File: config.mk
export PLATFORM = sky130hd
export DESIGN_NAME = cplxTop
export DESIGN_NICKNAME = d
export VERILOG_FILES = /design/src/cplxPkg.sv /design/src/cplxExecStage.sv /design/src/cplxPipeCtrl.sv /design/src/cplxRegFile.sv /design/src/cplxRegWriteStage.sv /design/src/cplxTop.sv
export SDC_FILE = /design/constraint.sdc
export NUM_CORES = 2
export LEC_CHECK = 0
export ABC_AREA = 1
export BUFFER_PORTS_ARGS = -buffer_cell sky130_fd_sc_hd__buf_2
export CAP_MARGIN = 20
export CELL_PAD_IN_SITES_DETAIL_PLACEMENT = 1
export CELL_PAD_IN_SITES_GLOBAL_PLACEMENT = 2
export CORE_MARGIN = 2
export CORE_UTILIZATION = 44
export CTS_CLUSTER_SIZE = 14
export DETAILED_ROUTE_END_ITERATION = 12
export PLACE_DENSITY = 0.86
export SYNTH_ARGS = -nofsm -noshare
export SYNTH_HDL_FRONTEND = slang
export SYNTH_SLANG_ARGS = --single-unit
File: constraint.sdc
create_clock -name ctrl -period 13.5 [get_ports ctrl]
set_input_delay 2.7 -clock ctrl [delete_from_list [all_inputs] [get_ports ctrl]]
set_output_delay 2.7 -clock ctrl [all_outputs]
set_load 0.02 [all_outputs]
File: src/cplxPkg.sv
/*
 * Shared definitions for the complex-integer back end.
 * Holds the multiply op codes, the active-list execution states and
 * the circular flush-range check. Modules refer to these by scoped names.
 */

`default_nettype none

package cplxPkg;

    // Widest active-list pointer the flush check accepts
    localparam int maxPtrWidth = 16;

    typedef logic [maxPtrWidth-1:0] ptrArgT;

    // Result half and operand signedness of a multiply
    typedef enum logic [1:0] {
        opMul   = 2'd0,
        opMulh  = 2'd1,
        opMulhu = 2'd2
    } mulOpT;

    typedef enum logic {
        execNotFinished = 1'b0,
        execSuccess     = 1'b1
    } execStateT;

    // True when ptr lies in [head, tail) on the circular active list.
    // An empty range is head == tail
    function automatic logic inFlushRange(
        input ptrArgT ptr,
        input ptrArgT head,
        input ptrArgT tail
    );
        logic inRange;
        if (head == tail) begin
            inRange = 1'b0;
        end else if (head < tail) begin
            inRange = (ptr >= head) && (ptr < tail);
        end else begin
            // Range wraps past the end of the pointer space
            inRange = (ptr >= head) || (ptr < tail);
        end
        return inRange;
    endfunction

endpackage

`default_nettype wire

File: src/cplxExecStage.sv
/*
 * Two-stage multiply pipeline.
 * Stage one latches the operands, sign or zero extended per op.
 * Stage two latches the double-width product and picks the result half.
 * Op tags ride alongside so the write stage sees a complete op.
 */

`timescale 1ns/1ps
`default_nettype none

module cplxExecStage #(
    parameter int dataWidth   = 32,
    parameter int regNumWidth = 6,
    parameter int alPtrWidth  = 6
) (
    input  wire logic                   ctrl,
    input  wire logic                   rstN,
    input  wire logic                   stall,
    input  wire logic                   clear,
    input  wire logic                   issueValid,
    input  wire cplxPkg::mulOpT         issueOp,
    input  wire logic [dataWidth-1:0]   srcA,
    input  wire logic [dataWidth-1:0]   srcB,
    input  wire logic [regNumWidth-1:0] dstReg,
    input  wire logic                   writeReg,
    input  wire logic [alPtrWidth-1:0]  alPtr,
    input  wire logic [dataWidth-1:0]   pc,
    output logic                        exValid,
    output logic [dataWidth-1:0]        exData,
    output logic [regNumWidth-1:0]      exDst,
    output logic                        exWriteReg,
    output logic [alPtrWidth-1:0]       exAlPtr,
    output logic [dataWidth-1:0]        exPc
);

    // Stage one
    logic                     s1Valid;
    cplxPkg::mulOpT           s1Op;
    logic signed [dataWidth:0] s1A;
    logic signed [dataWidth:0] s1B;
    logic [regNumWidth-1:0]   s1Dst;
    logic                     s1WriteReg;
    logic [alPtrWidth-1:0]    s1AlPtr;
    logic [dataWidth-1:0]     s1Pc;
    logic                     signExt;

    // Stage two
    cplxPkg::mulOpT           s2Op;
    logic [2*dataWidth-1:0]   fullProd;
    logic [2*dataWidth-1:0]   s2Prod;

    // Only the unsigned high-half op zero extends
    assign signExt = (issueOp != cplxPkg::opMulhu);

    always_ff @(posedge ctrl) begin
        if (!rstN || clear) begin
            s1Valid <= 1'b0;
        end else if (!stall) begin
            s1Valid <= issueValid;
        end
    end

    always_ff @(posedge ctrl) begin
        if (!stall) begin
            s1Op       <= issueOp;
            s1A        <= {signExt & srcA[dataWidth-1], srcA};
            s1B        <= {signExt & srcB[dataWidth-1], srcB};
            s1Dst      <= dstReg;
            s1WriteReg <= writeReg;
            s1AlPtr    <= alPtr;
            s1Pc       <= pc;
        end
    end

    // Low 2*dataWidth bits of the extended product are exact for all ops
    assign fullProd = s1A * s1B;

    always_ff @(posedge ctrl) begin
        if (!rstN || clear) begin
            exValid <= 1'b0;
        end else if (!stall) begin
            exValid <= s1Valid;
        end
    end

    always_ff @(posedge ctrl) begin
        if (!stall) begin
            s2Op       <= s1Op;
            s2Prod     <= fullProd;
            exDst      <= s1Dst;
            exWriteReg <= s1WriteReg;
            exAlPtr    <= s1AlPtr;
            exPc       <= s1Pc;
        end
    end

    assign exData = (s2Op == cplxPkg::opMul) ? s2Prod[dataWidth-1:0]
                                             : s2Prod[2*dataWidth-1:dataWidth];

endmodule

`default_nettype wire

File: src/cplxPipeCtrl.sv
/*
 * Back-end pipeline controller for the multiply path.
 * Passes stall and clear to the stages and tracks the recovery phase
 * together with the active-list range that is being flushed.
 */

`timescale 1ns/1ps
`default_nettype none

module cplxPipeCtrl #(
    parameter int alPtrWidth = 6
) (
    input  wire logic                  ctrl,
    input  wire logic                  rstN,
    input  wire logic                  stallReq,
    input  wire logic                  clearReq,
    input  wire logic                  recoverStart,
    input  wire logic                  recoverEnd,
    input  wire logic [alPtrWidth-1:0] flushHeadIn,
    input  wire logic [alPtrWidth-1:0] flushTailIn,
    output logic                       stall,
    output logic                       clear,
    output logic                       toRecovery,
    output logic [alPtrWidth-1:0]      flushHead,
    output logic [alPtrWidth-1:0]      flushTail
);

    // Stall and clear act in the cycle they are requested
    assign stall = stallReq;
    assign clear = clearReq;

    // Recovery phase starts the cycle after recoverStart
    always_ff @(posedge ctrl) begin
        if (!rstN) begin
            toRecovery <= 1'b0;
        end else if (recoverStart) begin
            toRecovery <= 1'b1;
        end else if (recoverEnd) begin
            toRecovery <= 1'b0;
        end
    end

    // Flush range is only looked at while toRecovery is high
    always_ff @(posedge ctrl) begin
        if (recoverStart) begin
            flushHead <= flushHeadIn;
            flushTail <= flushTailIn;
        end
    end

    // A recovery cannot open and close in the same cycle
    recoverPulsesExclusive: assert property (
        @(posedge ctrl) disable iff (!rstN)
        !(recoverStart && recoverEnd)
    ) else $error("recoverStart and recoverEnd high together");

endmodule

`default_nettype wire

File: src/cplxRegFile.sv
/*
 * Physical register file for the multiply path.
 * One synchronous write port from the write stage and one
 * combinational read port, used for debug read-back.
 */

`timescale 1ns/1ps
`default_nettype none

module cplxRegFile #(
    parameter int dataWidth   = 32,
    parameter int regNumWidth = 6
) (
    input  wire logic                   ctrl,
    input  wire logic                   rfWe,
    input  wire logic [regNumWidth-1:0] rfNum,
    input  wire logic [dataWidth-1:0]   rfData,
    input  wire logic [regNumWidth-1:0] rdNum,
    output logic [dataWidth-1:0]        rdData
);

    localparam int numRegs = 1 << regNumWidth;

    logic [dataWidth-1:0] regs [numRegs];

    always_ff @(posedge ctrl) begin
        if (rfWe) begin
            regs[rfNum] <= rfData;
        end
    end

    // Read sees the old value during a write to the same register
    assign rdData = regs[rdNum];

endmodule

`default_nettype wire

File: src/cplxRegWriteStage.sv
/*
 * Register-write stage of the multiply path.
 * Decides whether the op in its pipeline register commits, then drives
 * the register-file write port and the active-list write port.
 * Ops inside the flush range are dropped while recovering.
 */

`timescale 1ns/1ps
`default_nettype none

module cplxRegWriteStage #(
    parameter int dataWidth   = 32,
    parameter int regNumWidth = 6,
    parameter int alPtrWidth  = 6
) (
    input  wire logic                   ctrl,
    input  wire logic                   rstN,
    input  wire logic                   stall,
    input  wire logic                   clear,
    input  wire logic                   toRecovery,
    input  wire logic [alPtrWidth-1:0]  flushHead,
    input  wire logic [alPtrWidth-1:0]  flushTail,
    input  wire logic                   exValid,
    input  wire logic [dataWidth-1:0]   exData,
    input  wire logic [regNumWidth-1:0] exDst,
    input  wire logic                   exWriteReg,
    input  wire logic [alPtrWidth-1:0]  exAlPtr,
    input  wire logic [dataWidth-1:0]   exPc,
    output logic                        rfWe,
    output logic [regNumWidth-1:0]      rfNum,
    output logic [dataWidth-1:0]        rfData,
    output logic                        alWrite,
    output logic [alPtrWidth-1:0]       alPtrOut,
    output logic [dataWidth-1:0]        alPcOut,
    output cplxPkg::execStateT          alState
);

    logic                   rwValid;
    logic [dataWidth-1:0]   rwData;
    logic [regNumWidth-1:0] rwDst;
    logic                   rwWriteReg;
    logic [alPtrWidth-1:0]  rwAlPtr;
    logic [dataWidth-1:0]   rwPc;
    logic                   flush;
    logic                   update;

    always_ff @(posedge ctrl) begin
        if (!rstN || clear) begin
            rwValid <= 1'b0;
        end else if (!stall) begin
            rwValid <= exValid;
        end
    end

    always_ff @(posedge ctrl) begin
        if (!stall) begin
            rwData     <= exData;
            rwDst      <= exDst;
            rwWriteReg <= exWriteReg;
            rwAlPtr    <= exAlPtr;
            rwPc       <= exPc;
        end
    end

    // Selective flush, only while the recovery phase is open
    assign flush = toRecovery && cplxPkg::inFlushRange(cplxPkg::ptrArgT'(rwAlPtr),
                                                       cplxPkg::ptrArgT'(flushHead),
                                                       cplxPkg::ptrArgT'(flushTail));
    assign update = rwValid && !stall && !clear && !flush;

    // Register file port
    assign rfWe   = update && rwWriteReg;
    assign rfNum  = rwDst;
    assign rfData = rwData;

    // Active list port
    assign alWrite  = update;
    assign alPtrOut = rwAlPtr;
    assign alPcOut  = rwPc;
    assign alState  = update ? cplxPkg::execSuccess : cplxPkg::execNotFinished;

    // Every register write is also reported to the active list
    rfWriteReported: assert property (
        @(posedge ctrl) disable iff (!rstN)
        rfWe |-> alWrite
    ) else $error("register write without active-list write");

endmodule

`default_nettype wire

File: src/cplxTop.sv
/*
 * Top level of the complex-integer back end.
 * Ties the controller, the two-stage multiplier, the write stage and
 * the physical register file together. An op issued at edge N is
 * written at edge N+3 when nothing stalls.
 */

`timescale 1ns/1ps
`default_nettype none

module cplxTop #(
    parameter int dataWidth   = 32,
    parameter int regNumWidth = 6,
    parameter int alPtrWidth  = 6
) (
    input  wire logic                   ctrl,
    input  wire logic                   rstN,
    input  wire logic                   issueValid,
    input  wire cplxPkg::mulOpT         issueOp,
    input  wire logic [dataWidth-1:0]   srcA,
    input  wire logic [dataWidth-1:0]   srcB,
    input  wire logic [regNumWidth-1:0] dstReg,
    input  wire logic                   writeReg,
    input  wire logic [alPtrWidth-1:0]  alPtr,
    input  wire logic [dataWidth-1:0]   pc,
    input  wire logic                   stallReq,
    input  wire logic                   clearReq,
    input  wire logic                   recoverStart,
    input  wire logic                   recoverEnd,
    input  wire logic [alPtrWidth-1:0]  flushHeadIn,
    input  wire logic [alPtrWidth-1:0]  flushTailIn,
    output logic                        rfWe,
    output logic [regNumWidth-1:0]      rfNum,
    output logic [dataWidth-1:0]        rfData,
    output logic                        alWrite,
    output logic [alPtrWidth-1:0]       alPtrOut,
    output logic [dataWidth-1:0]        alPcOut,
    output cplxPkg::execStateT          alState,
    input  wire logic [regNumWidth-1:0] rdNum,
    output logic [dataWidth-1:0]        rdData
);

    logic                   stall;
    logic                   clear;
    logic                   toRecovery;
    logic [alPtrWidth-1:0]  flushHead;
    logic [alPtrWidth-1:0]  flushTail;

    // Stage two to write stage
    logic                   exValid;
    logic [dataWidth-1:0]   exData;
    logic [regNumWidth-1:0] exDst;
    logic                   exWriteReg;
    logic [alPtrWidth-1:0]  exAlPtr;
    logic [dataWidth-1:0]   exPc;

    cplxPipeCtrl #(
        .alPtrWidth(alPtrWidth)
    ) cplxPipeCtrl_i (
        .ctrl(ctrl), .rstN(rstN),
        .stallReq(stallReq), .clearReq(clearReq),
        .recoverStart(recoverStart), .recoverEnd(recoverEnd),
        .flushHeadIn(flushHeadIn), .flushTailIn(flushTailIn),
        .stall(stall), .clear(clear), .toRecovery(toRecovery),
        .flushHead(flushHead), .flushTail(flushTail)
    );

    cplxExecStage #(
        .dataWidth(dataWidth), .regNumWidth(regNumWidth), .alPtrWidth(alPtrWidth)
    ) cplxExecStage_i (
        .ctrl(ctrl), .rstN(rstN), .stall(stall), .clear(clear),
        .issueValid(issueValid), .issueOp(issueOp), .srcA(srcA), .srcB(srcB),
        .dstReg(dstReg), .writeReg(writeReg), .alPtr(alPtr), .pc(pc),
        .exValid(exValid), .exData(exData), .exDst(exDst),
        .exWriteReg(exWriteReg), .exAlPtr(exAlPtr), .exPc(exPc)
    );

    cplxRegWriteStage #(
        .dataWidth(dataWidth), .regNumWidth(regNumWidth), .alPtrWidth(alPtrWidth)
    ) cplxRegWriteStage_i (
        .ctrl(ctrl), .rstN(rstN), .stall(stall), .clear(clear),
        .toRecovery(toRecovery), .flushHead(flushHead), .flushTail(flushTail),
        .exValid(exValid), .exData(exData), .exDst(exDst),
        .exWriteReg(exWriteReg), .exAlPtr(exAlPtr), .exPc(exPc),
        .rfWe(rfWe), .rfNum(rfNum), .rfData(rfData),
        .alWrite(alWrite), .alPtrOut(alPtrOut), .alPcOut(alPcOut), .alState(alState)
    );

    cplxRegFile #(
        .dataWidth(dataWidth), .regNumWidth(regNumWidth)
    ) cplxRegFile_i (
        .ctrl(ctrl), .rfWe(rfWe), .rfNum(rfNum), .rfData(rfData),
        .rdNum(rdNum), .rdData(rdData)
    );

endmodule

`default_nettype wire

==> out/metrics.cfg <==
[synth]
syn-num-nets=13300
ys_seq_area_frac=0.539
synth_area_sq_um=132000
synthTopCellsByArea=edfxtp_1 54%, fa_1 17%, nand2_1 5.6%
yosysUniqueCellTypes=41
synth_top_area_share=0.539
ys_ff_latch=2365
synth_top_cell_by_area=edfxtp_1
synth_warnings=0
avgSynthCellArea_sq_um=11.1
netlist_instances=11800

[routing]
vias_per_cell=5.69
finalWirelength_mm=424
first_pass_iters=6
drt_iter0_markers=9065
routedWlPerCell_microns=26.5
ant_nets=0
num_vias=90900
drc=0

[clock_tree]
cts_buffers=262
cts_tree=built
clk_pin_slew_worst_paths_ps=60
cts_buffer_depth=4
htreeDepth=5
post_cts_buffers=0
post_cts_resized=0
insertion_delay_ps=920
clkSinkCount=2365
root_buffer=clkbuf_16
ctsHoldBuffers=0

[worst_setup_path]
worstSetupEndpointType=output port
path_cells=buf_8, buf_4, buf_12, o21ai_0, o22ai_1, nand2_1, nand3_1, nand3_1, nand3_1, and2_1, buf_2
critPathKind=in -> out
cp.depth=11
cpMostUsedCell=nand3_1
crit_path_start=rdNum[1]
critPathLaunchType=input port
critical_path_buf_inv_count=4
crit_path_end=rdData[15]
crit_required_ps=10800
rrSetupSlack_ps=4460
critical_path_arrival_ps=6500
r2r_end=cplxExecStage_i.s2Prod[62]
crit_path_top_delay_cell=buf_4
worstReg2RegStart=cplxExecStage_i.s1A[32]
crit_family=buffers and inverters
ff2ff_path_depth=28
path_max_fanout=182
critPathMaxStageDelay_ps=760

[floorplanning]
core_sq_um=297000
die_area_sq_um=303000
io-pin-count=247
initial_core_util=0.443
fp.dieH_microns=551
rows=200
fp.dieW_microns=551

[place]
port_buffers=246
routabilityCongestion=0.920
dp_hpwl_mm=264

[timing]
rsz0062_at_grt=false
fmax_mhz=109
finalHoldViolCount=0
tightest_slew_ps=1250
setup_viol=0
finClkSkew_ps=84.2
slew_headroom=0.164
finalCritPeriodShare=0.681
setup_tns_ps=0
finalMaxSlewViolations=0
period_minus_slack_ps=9200

[min_path]
hp-class=reg -> reg
holdCritStartpoint=cplxExecStage_i.exPc[6]

[grt]
grt_antenna_before_repair=16
grt_max_degree=220
grt_overflow=0
grt_pass1_wl_mm=634
grt_usage=0.279
grt_pass1_vias=100000

[final_layout]
drive_gt1_frac=0.0780
fillerInstances=31400
fin_nets=13300
syn2layout_area_growth_pct=10.2

[run]
maxCapViolations=0

[outcome]
status=completed

==> logic make-up after synthesis <==
| logic type | synth area share |
|---|---|
| compound gates | 0.0715 |
| buf+inv | 0.0766 |
| fa+ha+maj | 0.193 |
| simple gates | 0.114 |
| xor+xnor | 0.00300 |
| flops | 0.539 |
| mux | 0.00274 |
==> how the worst min path moves through the flow <==
stage	end	slack, ps	cells after the start
4_1_cts	cplxRegWriteStage_i.alPcOut[6]	420	0
5_1_grt	cplxExecStage_i.exAlPtr[5]	420	0
3_3_place_gp	cplxExecStage_i.exPc[2]	400	0
2_1_floorplan	cplxExecStage_i.exAlPtr[0]	400	0
6_report	cplxRegWriteStage_i.alPcOut[6]	410	0
3_5_place_dp	cplxRegWriteStage_i.rfNum[5]	410	0
==> flip-flops by register name (all words and copies together), names as in the netlist, 32 cells and up <==
register	count
cplxRegFile_i.regs	2048
cplxExecStage_i.s2Prod	64
cplxExecStage_i.s1A	33
cplxExecStage_i.s1B	33
cplxExecStage_i.exPc	32
cplxExecStage_i.s1Pc	32
cplxRegWriteStage_i.alPcOut	32
cplxRegWriteStage_i.rfData	32
==> synthesized netlist by cell type (all sizes together) <==
| master | instances |
|---|---|
| edfxtp | 2361 |
| nand2 | 1953 |
| inv | 1797 |
| nor2 | 1253 |
| fa | 1125 |
| o21ai | 1084 |
| clkbuf | 508 |
| o22ai | 508 |
| nand3 | 486 |
| ha | 229 |
| buf | 203 |
| a21oi | 95 |
| xor2 | 35 |
| mux2 | 32 |
| and2 | 24 |
| nor3 | 22 |
| nand4 | 16 |
| o21bai | 15 |
| or2 | 13 |
| xnor2 | 10 |
| a21boi | 8 |
| o211ai | 8 |
| a21o | 5 |
| dfxtp | 4 |
| nor4 | 4 |
| o221ai | 4 |
| nand3b | 3 |
| a31oi | 2 |
| and3 | 2 |
| o21a | 2 |
==> layout by cell type (no fill, tap or decap), types with 24 or more instances in the layout <==
cell,instances
edfxtp_1,2361
nand2_1,1953
inv_1,1791
nor2_1,1195
fa_1,1125
o21ai_0,1045
o22ai_1,508
nand3_1,486
clkbuf_16,265
buf_2,241
ha_1,229
buf_4,214
a21oi_1,95
clkinv_1,60
nor2_4,57
clkbuf_1,50
o21ai_1,39
clkinv_2,39
xor2_1,35
mux2_2,32
and2_1,24
==> per-stage QoR <==
stage	std cells	hold WS, ps	setup WS, ps	util	area [sq um]
floorplan	11800	400	1400	-	132000
global placement	15500	400	4460	0.460	137000
CTS	16000	417	4380	0.488	145000
finish	16000	414	4300	0.488	145000
global route	16000	419	4100	0.488	145000
detailed placement	15500	405	4400	0.460	137000
==> area by class of cell <==
| cell class | count | area, sq um | share of cell area |
|---|---|---|---|
| multi-input combinational | 6938 | 51000 | 0.352 |
| clock inverter | 145 | 1380 | 0.00952 |
| inverter | 1797 | 6810 | 0.0470 |
| clock buffer | 318 | 6860 | 0.0473 |
| tap | 3939 | 4930 | 0.0340 |
| antenna | 8 | 20.0 | 0.000138 |
| sequential | 2365 | 71000 | 0.489 |
| timing repair buffer | 469 | 3070 | 0.0212 |
==> layer usage <==
metal / GRT usage / share of wire / vias to the layer above
met3: 0.0340 / 0.064 / 949
met4: 0.113 / 0.044 / 6
met5: 0 / 0.000097 / -
li1: - / - / 38800
met1: 0.347 / 0.38 / 47700
met2: 0.495 / 0.51 / 3417
Power is not shown: default switching activity piles up to over one toggle a cycle in this logic, so the estimate is an artifact.
